### src/design/sram_macro_pkg.sv
package sram_macro_pkg;

    // Word address into one 256-word macro
    typedef logic [7:0] sram_addr_t;

    // Everything driven into one macro except write data
    typedef struct packed {
        logic       clk;
        logic       csb;
        logic       web;
        sram_addr_t addr;
    } sram_ctrl_t;

    // Access sequence of one port control
    typedef enum logic [2:0] {
        IDLE      = 3'd0,
        ACTIVATE  = 3'd1,
        PREFETCH  = 3'd2,
        READWRITE = 3'd3,
        ACK       = 3'd4
    } port_state_e;

endpackage

### src/design/wb_bus_pkg.sv
package wb_bus_pkg;

    // Data and byte address as seen on the Wishbone port
    typedef logic [31:0] wb_data_t;
    typedef logic [11:0] wb_addr_t;

    // Region code taken from address bits 11:10
    typedef logic [1:0] wb_region_t;

    // Region map
    localparam wb_region_t ADDR_BANK0_BASE = 2'b00;
    localparam wb_region_t ADDR_BANK1_BASE = 2'b01;
    localparam wb_region_t ADDR_REGS_BASE  = 2'b10;
    localparam wb_region_t ADDR_UNMAPPED   = 2'b11;

    // Host request, held stable by the host until ack
    typedef struct packed {
        logic     cyc;
        logic     stb;
        logic     we;
        wb_addr_t adr;
        wb_data_t dat;
    } wb_req_t;

    // Slave response, dat is zero whenever ack is low
    typedef struct packed {
        logic     ack;
        wb_data_t dat;
    } wb_rsp_t;

endpackage
### src/design/wb_sram_top.sv
`timescale 1ns/1ps

module wb_sram_top #(
    parameter int LATENCY_W    = 4,
    parameter int PREFETCH_RST = 1,
    parameter int READ_RST     = 2
) (
    input  logic                      wb_clk_i,
    input  logic                      wb_rst_i,
    input  wb_bus_pkg::wb_req_t       req_i,
    input  wb_bus_pkg::wb_data_t      ram0_dout_i,
    input  wb_bus_pkg::wb_data_t      ram1_dout_i,
    output wb_bus_pkg::wb_rsp_t       rsp_o,
    output sram_macro_pkg::sram_ctrl_t ram0_ctrl_o,
    output sram_macro_pkg::sram_ctrl_t ram1_ctrl_o,
    output wb_bus_pkg::wb_data_t      ram0_din_o
);
    import wb_bus_pkg::*;
    import sram_macro_pkg::*;

    wb_req_t              bank0_req;
    wb_req_t              bank1_req;
    wb_req_t              regs_req;
    wb_rsp_t              bank0_rsp;
    wb_rsp_t              bank1_rsp;
    wb_rsp_t              regs_rsp;
    logic [LATENCY_W-1:0] prefetch_cycles;
    logic [LATENCY_W-1:0] read_cycles;
    logic                 ram0_clk;
    logic                 ram0_csb;
    logic                 ram0_web;
    logic                 ram1_clk;
    logic                 ram1_csb;
    logic                 ram1_web;
    sram_addr_t           word_addr;

    // Address and strobe split per target
    wb_bank_decode i_decode (
        .wb_clk_i    (wb_clk_i),
        .wb_rst_i    (wb_rst_i),
        .req_i       (req_i),
        .bank0_rsp_i (bank0_rsp),
        .bank1_rsp_i (bank1_rsp),
        .regs_rsp_i  (regs_rsp),
        .bank0_req_o (bank0_req),
        .bank1_req_o (bank1_req),
        .regs_req_o  (regs_req),
        .rsp_o       (rsp_o)
    );

    // Latencies shared by both banks
    wb_latency_regs #(
        .LATENCY_W    (LATENCY_W),
        .PREFETCH_RST (PREFETCH_RST),
        .READ_RST     (READ_RST)
    ) i_regs (
        .wb_clk_i          (wb_clk_i),
        .wb_rst_i          (wb_rst_i),
        .req_i             (regs_req),
        .rsp_o             (regs_rsp),
        .prefetch_cycles_o (prefetch_cycles),
        .read_cycles_o     (read_cycles)
    );

    // Bank 0 read/write
    wb_port_control #(
        .LATENCY_W (LATENCY_W),
        .READ_ONLY (1'b0)
    ) i_port0 (
        .wb_clk_i          (wb_clk_i),
        .wb_rst_i          (wb_rst_i),
        .req_i             (bank0_req),
        .prefetch_cycles_i (prefetch_cycles),
        .read_cycles_i     (read_cycles),
        .ram_dout_i        (ram0_dout_i),
        .rsp_o             (bank0_rsp),
        .ram_clk_o         (ram0_clk),
        .ram_csb_o         (ram0_csb),
        .ram_web_o         (ram0_web)
    );

    // Bank 1 ROM image
    wb_port_control #(
        .LATENCY_W (LATENCY_W),
        .READ_ONLY (1'b1)
    ) i_port1 (
        .wb_clk_i          (wb_clk_i),
        .wb_rst_i          (wb_rst_i),
        .req_i             (bank1_req),
        .prefetch_cycles_i (prefetch_cycles),
        .read_cycles_i     (read_cycles),
        .ram_dout_i        (ram1_dout_i),
        .rsp_o             (bank1_rsp),
        .ram_clk_o         (ram1_clk),
        .ram_csb_o         (ram1_csb),
        .ram_web_o         (ram1_web)
    );

    // Word address straight from the held request
    assign word_addr = req_i.adr[9:2];

    assign ram0_ctrl_o = '{clk: ram0_clk, csb: ram0_csb, web: ram0_web, addr: word_addr};
    assign ram1_ctrl_o = '{clk: ram1_clk, csb: ram1_csb, web: ram1_web, addr: word_addr};
    assign ram0_din_o  = req_i.dat;

endmodule

### src/design/wb_bank_decode.sv
`timescale 1ns/1ps

module wb_bank_decode (
    input  logic                wb_clk_i,
    input  logic                wb_rst_i,
    input  wb_bus_pkg::wb_req_t req_i,
    input  wb_bus_pkg::wb_rsp_t bank0_rsp_i,
    input  wb_bus_pkg::wb_rsp_t bank1_rsp_i,
    input  wb_bus_pkg::wb_rsp_t regs_rsp_i,
    output wb_bus_pkg::wb_req_t bank0_req_o,
    output wb_bus_pkg::wb_req_t bank1_req_o,
    output wb_bus_pkg::wb_req_t regs_req_o,
    output wb_bus_pkg::wb_rsp_t rsp_o
);
    import wb_bus_pkg::*;

    wb_region_t region;
    logic       sel_bank0;
    logic       sel_bank1;
    logic       sel_regs;
    logic       sel_unmapped;
    logic       unmapped_ack_r;
    logic       unmapped_ack;

    // Region from the top two address bits
    assign region       = req_i.adr[11:10];
    assign sel_bank0    = (region == ADDR_BANK0_BASE);
    assign sel_bank1    = (region == ADDR_BANK1_BASE);
    assign sel_regs     = (region == ADDR_REGS_BASE);
    assign sel_unmapped = (region == ADDR_UNMAPPED);

    // Full request to every target
    // strobe only to the selected one
    always_comb begin
        bank0_req_o     = req_i;
        bank0_req_o.stb = req_i.stb && sel_bank0;
        bank1_req_o     = req_i;
        bank1_req_o.stb = req_i.stb && sel_bank1;
        regs_req_o      = req_i;
        regs_req_o.stb  = req_i.stb && sel_regs;
    end

    // Self ack for the unmapped region
    // keeps a stray address from hanging the bus
    always_ff @(posedge wb_clk_i) begin
        if (wb_rst_i) begin
            unmapped_ack_r <= 1'b0;
        end else begin
            unmapped_ack_r <= req_i.cyc && req_i.stb && sel_unmapped && !unmapped_ack_r;
        end
    end

    assign unmapped_ack = unmapped_ack_r && req_i.cyc && req_i.stb && sel_unmapped;

    // Idle targets return all zero, so a plain OR merges them
    // Unmapped access contributes ack only, data stays zero
    assign rsp_o.ack = bank0_rsp_i.ack | bank1_rsp_i.ack | regs_rsp_i.ack | unmapped_ack;
    assign rsp_o.dat = bank0_rsp_i.dat | bank1_rsp_i.dat | regs_rsp_i.dat;

endmodule

### src/design/wb_latency_regs.sv
`timescale 1ns/1ps

module wb_latency_regs #(
    parameter int LATENCY_W    = 4,
    parameter int PREFETCH_RST = 1,
    parameter int READ_RST     = 2
) (
    input  logic                 wb_clk_i,
    input  logic                 wb_rst_i,
    input  wb_bus_pkg::wb_req_t  req_i,
    output wb_bus_pkg::wb_rsp_t  rsp_o,
    output logic [LATENCY_W-1:0] prefetch_cycles_o,
    output logic [LATENCY_W-1:0] read_cycles_o
);
    import wb_bus_pkg::*;

    logic [LATENCY_W-1:0] prefetch_r;
    logic [LATENCY_W-1:0] read_r;
    logic                 ack_r;
    wb_data_t             dat_r;
    logic                 req_valid;
    logic                 access;
    logic                 sel_read;

    assign req_valid = req_i.cyc && req_i.stb;
    // One access per strobe, the ack cycle itself is not a new access
    assign access    = req_valid && !ack_r;
    // Word 0 prefetch, word 1 read
    assign sel_read  = req_i.adr[2];

    // Single cycle ack, dropped as soon as the host sees it
    always_ff @(posedge wb_clk_i) begin
        if (wb_rst_i) begin
            ack_r <= 1'b0;
        end else begin
            ack_r <= access;
        end
    end

    // Latency registers
    always_ff @(posedge wb_clk_i) begin
        if (wb_rst_i) begin
            prefetch_r <= LATENCY_W'(PREFETCH_RST);
            read_r     <= LATENCY_W'(READ_RST);
        end else if (access && req_i.we) begin
            if (sel_read) begin
                read_r <= req_i.dat[LATENCY_W-1:0];
            end else begin
                prefetch_r <= req_i.dat[LATENCY_W-1:0];
            end
        end
    end

    // Read data sampled before the write lands
    always_ff @(posedge wb_clk_i) begin
        if (access) begin
            dat_r <= sel_read ? wb_data_t'(read_r) : wb_data_t'(prefetch_r);
        end
    end

    assign rsp_o.ack = ack_r && req_valid;
    assign rsp_o.dat = (ack_r && req_valid) ? dat_r : '0;

    assign prefetch_cycles_o = prefetch_r;
    assign read_cycles_o     = read_r;

endmodule

### src/design/wb_port_control.sv
`timescale 1ns/1ps

module wb_port_control #(
    parameter int LATENCY_W = 4,
    parameter bit READ_ONLY = 1'b0
) (
    input  logic                 wb_clk_i,
    input  logic                 wb_rst_i,
    input  wb_bus_pkg::wb_req_t  req_i,
    input  logic [LATENCY_W-1:0] prefetch_cycles_i,
    input  logic [LATENCY_W-1:0] read_cycles_i,
    input  wb_bus_pkg::wb_data_t ram_dout_i,
    output wb_bus_pkg::wb_rsp_t  rsp_o,
    output logic                 ram_clk_o,
    output logic                 ram_csb_o,
    output logic                 ram_web_o
);
    import wb_bus_pkg::*;
    import sram_macro_pkg::*;

    port_state_e          state_r;
    logic [LATENCY_W-1:0] cycle_r;
    logic                 int_clk_r;
    logic                 csb_r;
    wb_data_t             dout_r;
    logic                 req_valid;
    logic                 ack;

    assign req_valid = req_i.cyc && req_i.stb;

    // Sequencer runs on the falling edge
    // so the stretched clock edges land mid bus cycle
    always_ff @(negedge wb_clk_i) begin
        if (wb_rst_i) begin
            state_r   <= IDLE;
            cycle_r   <= '0;
            int_clk_r <= 1'b0;
        end else begin
            case (state_r)
                IDLE: begin
                    if (req_valid) begin
                        // Writes to a ROM bank never reach the macro
                        if (req_i.we && READ_ONLY) begin
                            state_r <= ACK;
                        end else begin
                            state_r <= ACTIVATE;
                        end
                    end
                end
                ACTIVATE: begin
                    // Macro clock rises here, csb already low
                    state_r   <= PREFETCH;
                    cycle_r   <= prefetch_cycles_i;
                    int_clk_r <= 1'b1;
                end
                PREFETCH: begin
                    if (cycle_r != '0) begin
                        cycle_r <= cycle_r - 1'b1;
                    end else begin
                        // Clock drops for the read phase
                        state_r   <= READWRITE;
                        cycle_r   <= read_cycles_i;
                        int_clk_r <= 1'b0;
                    end
                end
                READWRITE: begin
                    if (cycle_r != '0) begin
                        cycle_r <= cycle_r - 1'b1;
                    end else begin
                        state_r <= ACK;
                    end
                end
                ACK: begin
                    // Hold until the host lets go of the strobe
                    if (!req_valid) begin
                        state_r <= IDLE;
                    end
                end
                default: begin
                    state_r <= IDLE;
                end
            endcase
        end
    end

    // Capture macro output at the end of the read phase
    always_ff @(negedge wb_clk_i) begin
        if (state_r == READWRITE && cycle_r == '0) begin
            dout_r <= ram_dout_i;
        end
    end

    // Chip select on the rising edge, half a cycle ahead of the macro clock
    always_ff @(posedge wb_clk_i) begin
        if (wb_rst_i) begin
            csb_r <= 1'b1;
        end else begin
            case (state_r)
                ACTIVATE: csb_r <= 1'b0;
                ACK:      csb_r <= 1'b1;
                default:  csb_r <= csb_r;
            endcase
        end
    end

    // Ack only while the strobe is still up
    assign ack       = (state_r == ACK) && req_valid;
    assign rsp_o.ack = ack;
    assign rsp_o.dat = ack ? dout_r : '0;

    // Free running clock while idle, stretched clock during an access
    assign ram_clk_o = (state_r == IDLE) ? wb_clk_i : int_clk_r;
    assign ram_csb_o = csb_r;
    // Active low, never asserted on a ROM bank
    assign ram_web_o = !(req_i.we && !READ_ONLY);

endmodule

### config.mk
export PLATFORM = sky130hd
export DESIGN_NAME = wb_sram_top
export DESIGN_NICKNAME = d
export VERILOG_FILES = /design/src/design/sram_macro_pkg.sv /design/src/design/wb_bus_pkg.sv /design/src/design/wb_sram_top.sv /design/src/design/wb_bank_decode.sv /design/src/design/wb_latency_regs.sv /design/src/design/wb_port_control.sv
export SDC_FILE = /design/constraint.sdc
export NUM_CORES = 1
export LEC_CHECK = 0
export BUFFER_PORTS_ARGS = -buffer_cell sky130_fd_sc_hd__buf_2
export CAP_MARGIN = 25
export CORE_MARGIN = 2
export CORE_UTILIZATION = 27
export CTS_BUF_LIST = sky130_fd_sc_hd__clkbuf_8
export DETAILED_ROUTE_END_ITERATION = 10
export PLACE_DENSITY = 0.57
export SLEW_MARGIN = 20
export SYNTH_ARGS = -nofsm -noshare
export SYNTH_HDL_FRONTEND = slang
export SYNTH_SLANG_ARGS = --single-unit
### constraint.sdc
create_clock -name wb_clk_i -period 2.5 [get_ports wb_clk_i]
set_input_delay 0.125 -clock wb_clk_i [delete_from_list [all_inputs] [get_ports wb_clk_i]]
set_output_delay 0.125 -clock wb_clk_i [all_outputs]
set_load 0.005 [all_outputs]
==> results by stage, run 1 <==
Layout:
- The final cell utilization of the core is between 30% and 40%.
- The fraction of final layout cells sized beyond drive strength 1 is 36.1%.
- The net count of the finished layout is 652.
- The filler cell count in the final layout is 1576.
- The layout overhead on the synthesized area is 33.4%.

Run:
- The tool flagged a number of max-cap violations equal to 0.

Clocking:
- After clock tree synthesis, the clock-pin slew on the worst setup and hold paths is 0.10 ns.
- TritonCTS built the clock tree.
- The later-pin clock latency in the skew report is between 0.5 and 0.6 ns.

Route:
- The detailed-route via count is around 3400.
- The highest signal layer in the routed design is met4.
- The sum of met3 wire segment lengths after detailed routing is roughly 1100 µm.
- The detailed router finished its first iteration with 207 violations.
- For this run, design rule violations remaining after detail routing come to 0.
- After detailed routing, the average wire length per cell comes to 15.0 µm.
- The met2 wire length is 5130 µm.
- The first TritonRoute pass finished after 4 iterations.
- The count of antenna-violating nets left after detailed routing is 0.
- The number of vias per cell is 4.50.
- In the final routing, the length of wire on met1 measures 4940 µm.
- Summed over all layers, the routed wires come to 11400 µm.

Pwr:
- The largest voltage drop on the vdd net is 245 µV.
- The combinational cell fraction of total power is 6.4%.
- Overall power consumption after layout is estimated at about 3.8 mW.
- The clock network burns 48.2% of the power.
- The switching share of power is between 20 and 30%.
- The sequential share of power is 45.4%.
- The switching component of the power is 1.12 mW.
- The analysis attributes to cell leakage a power of between 2 and 3 nW.
- Power spread over the standard cell area amounts to 661 mW/mm².
- The internal power is 2.72 mW.

Floorplanning:
- The initial core utilization is 27.5%.
- The count of boundary I/O pins is 200.
- The floorplan step set the die height to around 130 µm.
- The width of the die is between 100 and 150 µm.
- The core region area is 0.0158 mm².
- Row generation in the floorplan step produced 46 rows.
- The die footprint is 0.0171 mm².

Placed design:
- Routability-driven placement finished with a final weighted congestion of ~0.79.
- The half-perimeter wire length after detailed placement is 7990 µm.
- The number of buffers inserted by port buffering is 119.

Setup path:
- The critical path goes through nor2_4 -> nor4b_4 -> and2_4 -> buf_12 -> or4_1 -> buf_2.
- Of all nets on the critical path, the largest fanout is 8.
- The category of the most critical setup path is flip-flop to output port.
- The worst endpoint required time is 2.38 ns.
- The sum of buffers and inverters on the critical path is 2.
- For the worst setup path, the data arrival time is 3.16 ns.
- The slowest stage of the critical path belongs to the cell sky130_fd_sc_hd__or4_1.
- The critical path startpoint category is a flip-flop.
- The kind of end point of the critical path is an output port.
- The kind of cell adding the most delay to the critical path is simple AND/OR/NAND/NOR gates.
- In this design, the stage delay of the slowest critical-path cell is 0.40 ns.

Synthesis:
- Counting flops and latches in the post-synthesis netlist gives 96.
- The post-synthesis net count is 473.
- In the synthesized netlist the dominant register cell turns out to be sky130_fd_sc_hd__edfxtp_1.
- The fraction of synthesis flops using an asynchronous set or reset pin is 0%.
- The count of cell types in the netlist is between 40 and 50.
- The fraction of the yosys area taken by sequential cells is roughly three fifths.
- Yosys mapped a number of flops with a built-in enable equal to a little under 70.
- The synthesis warning total is 0.
- Synthesis produced 356 cells.
- Dividing the synthesized area by the synthesized cell count gives 12.2 µm².
- The cell area after synthesis is 0.00435 mm².

Outcome:
- The run finished, with violations left.
- The checks that failed: setup timing.

Timing:
- The worst setup slack after layout is -0.782 ns.
- The final hold violation count is 0.
- The normalized max-slew margin is 49.3%.
- The total setup violations reported at the end of the flow is 35.
- Setup repair after global routing could not meet its margin everywhere.
- On the final layout, the worst clock skew is 0.0594 ns.
- For the final routed database, the setup TNS stands at -24.92 ns.
- The worst hold-check slack is 0.0277 ns.
- At the pin with the least slew margin, the transition time is 0.757 ns.
- The total count of max-transition violations in the final report is 0.

GRT:
- The wire length of the first global-routing pass is 16900 µm.
- The number of global-route vias before repair was roughly 3500.
- The initial antenna violation count was 1.
- Entering global routing, the biggest net connects 34 pins.
- The total global routing overflow is 0.
- The total global routing track utilization is 13.3%.

Hold path:
- The class of the tightest hold or removal check is primary input to flip-flop.
-- synthesized netlist by cell type, types with 5 or more instances --
cell type | number | area share (%)
sky130_fd_sc_hd__edfxtp_1 | 68 | 47
sky130_fd_sc_hd__o211ai_1 | 5 | 0.86
sky130_fd_sc_hd__buf_4 | 54 | 9.3
sky130_fd_sc_hd__inv_1 | 8 | 0.69
sky130_fd_sc_hd__dfxtp_1 | 28 | 13
sky130_fd_sc_hd__a22o_1 | 28 | 5.6
sky130_fd_sc_hd__buf_2 | 10 | 1.2
sky130_fd_sc_hd__clkbuf_1 | 8 | 0.69
sky130_fd_sc_hd__mux2i_1 | 6 | 1.4
sky130_fd_sc_hd__a21oi_1 | 7 | 0.81
sky130_fd_sc_hd__nand2_1 | 19 | 1.6
sky130_fd_sc_hd__nor2_1 | 15 | 1.3
sky130_fd_sc_hd__a31oi_1 | 8 | 1.2
sky130_fd_sc_hd__nor3_1 | 12 | 1.4
sky130_fd_sc_hd__mux2_2 | 6 | 1.6
sky130_fd_sc_hd__o21ai_0 | 12 | 1.4
sky130_fd_sc_hd__and2_1 | 8 | 1.2
-- worst min-delay path, delay by kind of cell --
| kind | cells | cell delay [ns] |
|---|---|---|
| AND/OR/NAND/NOR | 2 | 0.09 |
| buffers and inverters | 2 | 0.28 |
-- kinds of logic after synthesis --
kind of cell | share of synthesized area (%)
compound gates | 12.6
xor+xnor | 1.01
fa+ha+maj | 1.15
buf+inv | 12.1
flops | 59.9
mux | 2.94
other cells | 0.0862
simple gates | 10.2
-- routing by layer --
metal	vias up	track usage [%]
met4	0	7.82
met5	-	0
met1	1625	15.0
met2	150	21.0
li1	1611	-
met3	24	5.62
-- what timing repair did --
item / CTS / global route
hold buffers: 5 / 0
hold endpoints to repair: 9 / 0
resized for setup: 19 / 5
endpoints found under the setup margin: 35 / 35
setup buffers: 8 / 3
gates cloned: 1 / 0
pin swaps: 22 / 10
-- registers in the layout, indices dropped and copies added, names as in the netlist, 3 cells and up --
| register | count |
|---|---|
| i_regs.prefetch_cycles_o | 4 |
| i_port0.state_r | 3 |
| i_regs.read_cycles_o | 4 |
| i_port0.dout_r | 32 |
| i_port1.cycle_r | 4 |
| i_regs.dat_r | 4 |
| i_port1.dout_r | 32 |
| i_port0.cycle_r | 4 |
| i_port1.state_r | 3 |
-- cell usage in the layout, fill, tap and decap left out, types with 3 or more instances in the layout --
cell type,instances
sky130_fd_sc_hd__and3_1,3
sky130_fd_sc_hd__and2_1,6
sky130_fd_sc_hd__nand2_1,19
sky130_fd_sc_hd__a221o_1,4
sky130_fd_sc_hd__edfxtp_1,68
sky130_fd_sc_hd__mux2i_1,6
sky130_fd_sc_hd__buf_2,117
sky130_fd_sc_hd__nand3_1,4
sky130_fd_sc_hd__dlygate4sd3_1,5
sky130_fd_sc_hd__buf_6,8
sky130_fd_sc_hd__o211ai_1,5
sky130_fd_sc_hd__a31oi_1,8
sky130_fd_sc_hd__nor2_1,14
sky130_fd_sc_hd__o21ai_0,12
sky130_fd_sc_hd__ha_1,4
sky130_fd_sc_hd__nand2b_1,4
sky130_fd_sc_hd__nor3b_1,3
sky130_fd_sc_hd__a21oi_1,7
sky130_fd_sc_hd__nor3_1,9
sky130_fd_sc_hd__dfxtp_2,5
sky130_fd_sc_hd__a22o_1,28
sky130_fd_sc_hd__clkbuf_8,13
sky130_fd_sc_hd__dfxtp_1,23
sky130_fd_sc_hd__nor2b_1,4
sky130_fd_sc_hd__mux2_2,4
sky130_fd_sc_hd__xnor2_1,4
sky130_fd_sc_hd__buf_12,8
sky130_fd_sc_hd__buf_4,19
sky130_fd_sc_hd__inv_1,88
-- path summary, 6_finish.rpt --
| path | startpoint | end | slack (ns) | depth (start not counted) |
|---|---|---|---|---|
| hold / removal | req_i[42] | i_decode.unmapped_ack_r | 0.03 | 4 |
| hold reg to reg | i_decode.unmapped_ack_r | i_decode.unmapped_ack_r | 0.42 | 1 |
| setup reg to reg | i_port1.state_r[1] | i_port1.ram_csb_o | 0.14 | 6 |
| setup / recovery | i_port0.state_r[1] | rsp_o[32] | -0.78 | 6 |
-- power by group through the flow --
stage	sequential (mW)	clock, mW	combinational, mW
floorplan	1.76	0.272	0.187
global placement	1.77	0.254	0.224
detailed placement	1.77	0.254	0.231
CTS	1.74	1.92	0.248
global route	1.74	2.11	0.274
finish	1.74	1.85	0.246
-- through the flow --
step / instance area (µm²) / setup WS, ns / cells
floorplan: 4410 / -0.164 / 356
global placement: 5020 / -0.241 / 642
detailed placement: 5020 / -0.264 / 642
CTS: 5780 / -0.806 / 755
global route: 5800 / -0.871 / 756
finish: 5800 / -0.782 / 757
-- final cells by class --
class                      count  area [µm²]  share of cell area (%)
antenna                        1        2.50                  0.0431
clock buffer                  15         201                    3.47
clock inverter                87         375                    6.47
inverter                       7        26.3                   0.453
multi-input combinational    179        1280                    22.1
sequential                    96        2610                    45.0
tap                          216         270                    4.66
timing repair buffer         156        1030                    17.8
No activity file was read; power rests on OpenSTA's default activity.
==> run 2, diff against run 1 <==
--- a/config.mk
+++ b/config.mk
@@ -5,13 +5,14 @@
 export SDC_FILE = /design/constraint.sdc
 export NUM_CORES = 1
 export LEC_CHECK = 0
+export ABC_AREA = 1
 export BUFFER_PORTS_ARGS = -buffer_cell sky130_fd_sc_hd__buf_2
 export CAP_MARGIN = 25
 export CORE_MARGIN = 2
 export CORE_UTILIZATION = 27
 export CTS_BUF_LIST = sky130_fd_sc_hd__clkbuf_8
 export DETAILED_ROUTE_END_ITERATION = 10
-export PLACE_DENSITY = 0.57
+export PLACE_DENSITY = 0.56
 export SLEW_MARGIN = 20
 export SYNTH_ARGS = -nofsm -noshare
 export SYNTH_HDL_FRONTEND = slang
==> run 2 against run 1 <==
Net effect: sequential cell count unchanged; critical path depth stayed put; sequential share of layout area shrank 5.3 points; largest power group unchanged; die area up 8.1%; area after synthesis is 8.3% higher; clock-buffer cell count fell by 4; largest cell class unchanged; the run still ends with setup timing left; routed wire length up 10%; register-to-register slack worse by 0.02 ns; setup slack better by 0.22 ns; combinational power rose to 6.2 times the previous value.
==> results by stage, run 2 <==
Outcome:
- The run finished, with violations left.
- The final reports fail on setup timing.

Setup path:
- The critical path startpoint category is a flip-flop.
- The largest incremental delay on the critical path is 0.33 ns (-0.07 ns).
- The kind of end point of the critical path is an output port.
- The slowest stage of the critical path belongs to the cell sky130_fd_sc_hd__dfxtp_2.
- The data arrival time of the critical path came to 2.94 ns (-0.22 ns).
- The critical path is of the flip-flop to output port type.
- The worst endpoint required time was 2.38 ns (about the same).
- The signal on the critical path passes through nor3_4 -> buf_6 -> buf_12 -> nand3_1 -> o21ai_1 -> buf_2.
- The peak fanout along the critical path is 10 (+2).

Timing:
- The worst hold-check slack is 0.0216 ns (-0.00615 ns).
- The final setup skew is 0.0645 ns (+0.00508 ns).
- The total count of max-transition violations in the final report is 0 (unchanged).
- The final hold violation count is 0 (unchanged).
- The worst setup slack after layout is -0.561 ns (+0.221 ns).
- The total setup violations reported at the end of the flow is 35 (unchanged).
- The total negative slack was -17.15 ns (+7.78 ns).
- Setup repair after global routing could not meet its margin everywhere.

Pwr:
- The switching share of power is 46.1% (+17 points).
- The sequential share of power is 31.0% (-14 points).
- The internal power is 3.49 mW (+28%).
- The power per cell area is 984 mW/mm² (+49%).
- The combinational cell fraction of total power is 23.6% (+17 points).
- The leakage dissipation came to 2.55 nW (-4.6%).
- The portion of total power attributed to the clock network is 45.4% (-2.8 points).
- The switching component of the power is 2.98 mW (+170%).
- The largest voltage drop on the vdd net is 565 µV (+130%).

Synthesis:
- The post-synthesis cell count is 485 (+36%).
- The number of synthesized flops with an enable pin is 68 (unchanged).
- The average instance area after synthesis is 9.71 µm² (-20%).
- The cell accounting for the most synthesized area is sky130_fd_sc_hd__edfxtp_1.
- The most used flip-flop cell after synthesis is sky130_fd_sc_hd__edfxtp_1.
- The fraction of synthesis flops using an asynchronous set or reset pin is 0% (unchanged).
- The leading cell type by number of instances after synthesis is sky130_fd_sc_hd__edfxtp_1.
- By area the synthesized netlist is led by sky130_fd_sc_hd__edfxtp_1, sky130_fd_sc_hd__dfxtp_1, sky130_fd_sc_hd__buf_4.
- The cell area after synthesis came to 0.00471 mm² (+8.3%).
- The post-synthesis net count is 602 (+27%).
- The share of the synthesized area in the top cell type is 43.3% (-3.6 points).
- The count of state elements after synthesis is 96 (unchanged).
- The synthesis warning total is 0 (unchanged).
- By count the netlist is led by sky130_fd_sc_hd__edfxtp_1, sky130_fd_sc_hd__nand3_1, sky130_fd_sc_hd__nand2_1, sky130_fd_sc_hd__buf_4, sky130_fd_sc_hd__inv_1.
- The count of cell types in the netlist is 37 (-12%).
- The fraction of the yosys area taken by sequential cells came to 55.2% (-4.6 points).

Placed design:
- The cell count after placement is 787 (+23%).
- The last weighted congestion value of the routability-driven placer is 0.804 (+2.4%).
- The cell area after placement was 0.00535 mm² (+6.4%).
- The half-perimeter wire length after detailed placement is 8680 µm (+8.6%).
- The number of buffers inserted by port buffering is 119 (unchanged).

Route:
- The number of detailed-routing iterations run before antenna repair came to 4 (unchanged).
- The average detailed-routed wire length per instance is 13.9 µm (-7.7%).
- The count of unresolved DRC violations after routing is 0 (unchanged).
- The iteration-0 DRC count of the detailed router is 129 (-38%).
- The count of antenna-violating nets left after detailed routing is 0 (unchanged).
- The detailed-route via count came to 3972 (+16%).
- The total length of routed wires came to 12500 µm (+10%).
- The number of vias per cell is 4.40 (-2.4%).

Layout:
- The final cell utilization of the core is 38.3% (+1.6 points).
- The number of standard cells in the layout, taps in and fillers out is 903 (+19%).
- The final net count is 789 (+21%).
- The largest registers in the layout are i_port0.dout_r x32, i_port1.dout_r x32.
- Relative to the synthesized area, the layout overhead comes to 39.5%.
- The top cell types in the final layout, fill and taps aside, are sky130_fd_sc_hd__buf_2, sky130_fd_sc_hd__clkinvlp_4, sky130_fd_sc_hd__edfxtp_1.
- The post-layout instance area is 0.00657 mm² (+13%).
- The fraction of final layout cells sized beyond drive strength 1 is 46.1% (+10 points).
- Leaving out fill and tap cells, the most frequent cell in the layout is sky130_fd_sc_hd__buf_2.

Clocking:
- The clock transition at the registers of the reported paths is 0.27 ns (+0.17 ns).
- The buffer depth of the longest clock path is 2.
- The number of buffers created by CTS is 9.
- The CTS H-tree depth is 3.
- The root buffer cell chosen for the clock tree is sky130_fd_sc_hd__clkbuf_8.
- The clock tree from TritonCTS is built.
- The later-pin clock latency in the skew report is 0.54 ns (about the same).

GRT:
- The initial antenna violation count is 1 (unchanged).
- The number of global-route vias before repair is 4172 (+20%).
- The total global routing overflow was 0 (unchanged).
- The pin count of the biggest net entering global routing was 33 (-2.9%).
- The wire length of the first global-routing pass is 19800 µm (+17%).
- The total global routing track utilization is 13.8% (+0.55 points).

Floorplanning:
- The number of placement rows is 48 (+4.3%).
- The count of boundary I/O pins is 200 (unchanged).
- The initial core utilization is 27.4% (-0.045 points).
- The core region area is 0.0172 mm² (+8.5%).
- The die height is 136 µm (+4.0%).
- The width of the die is 136 µm (+4.0%).
- The die footprint is 0.0185 mm² (+8.1%).

Hold path:
- The min-delay analysis places its worst path in the category primary input to flip-flop.

Run:
- The max-cap violation count was 0 (unchanged).
-- run 2: timing repair --
action                                  CTS  global route
resized for setup                        41            30
pin swaps                                 4             4
buffers inserted                          4             6
hold buffers                              8             0
endpoints found under the hold margin    12             0
cloned                                    1             0
endpoints found under the setup margin   35            36
-- run 2: power by group through the flow --
| stage | clock (mW) | sequential (mW) | combinational, mW |
|---|---|---|---|
| 2_1_floorplan | 0.278 | 2.01 | 0.960 |
| 3_3_place_gp | 0.257 | 2.02 | 1.30 |
| 3_5_place_dp | 0.257 | 2.02 | 1.32 |
| 4_1_cts | 3.01 | 2.01 | 1.45 |
| 5_1_grt | 3.22 | 2.02 | 1.70 |
| 6_report | 2.93 | 2.01 | 1.53 |
-- run 2: worst max-delay path, delay by kind of cell, from the launching register on --
| family | cells | cell delay (ns) |
|---|---|---|
| and+or+nand+nor | 2 | 0.31 |
| buffers and inverters | 3 | 0.40 |
| DFF | 1 | 0.33 |
| AOI/OAI and AO/OA | 1 | 0.12 |
-- run 2: cell families after synthesis --
logic type | share of synthesized area, %
AO/OA/AOI/OAI | 7.22
other | 0.0796
XOR/XNOR | 0.372
adder cells (fa/ha/maj) | 1.06
buffers and inverters | 14.9
flip-flops | 55.2
AND/OR/NAND/NOR | 21.1
-- run 2: layout make-up --
| class | instances | area (µm²) |
|---|---|---|
| fillers | 1757 | 10600 |
| clock inverters | 89 | 807 |
| diodes | 1 | 2.50 |
| clock buffers | 11 | 134 |
| inverters | 61 | 238 |
| repair buffers | 159 | 995 |
| well taps | 225 | 282 |
| multi-input cells | 261 | 1510 |
| flip-flops and latches | 96 | 2610 |
-- run 2: final timing paths --
kind / startpoint / end / slack [ns] / depth (start not counted)
max reg2reg: i_port1.state_r[2] / i_port1.ram_csb_o / 0.12 / 7
min reg2reg: i_decode.unmapped_ack_r / i_decode.unmapped_ack_r / 0.44 / 1
max: i_port1.state_r[0] / rsp_o[17] / -0.56 / 6
min: req_i[34] / i_regs.dat_r[1] / 0.02 / 3
-- run 2: per-layer routing --
| layer | GRT usage [%] | share of wire [%] | vias to the layer above |
|---|---|---|---|
| met5 | 0 | 0.072 | - |
| li1 | - | - | 1937 |
| met3 | 3.91 | 8.1 | 63 |
| met4 | 9.49 | 4.2 | 2 |
| met2 | 23.6 | 50 | 166 |
| met1 | 14.8 | 37 | 1804 |
-- run 2: metrics by stage --
step / total power, mW / worst slack (ns)
after floorplan: 3.25 / 0.0173
after global placement: 3.58 / -0.0572
after detailed placement: 3.60 / -0.141
after CTS: 6.47 / -0.570
after global routing: 6.94 / -0.669
final: 6.47 / -0.561
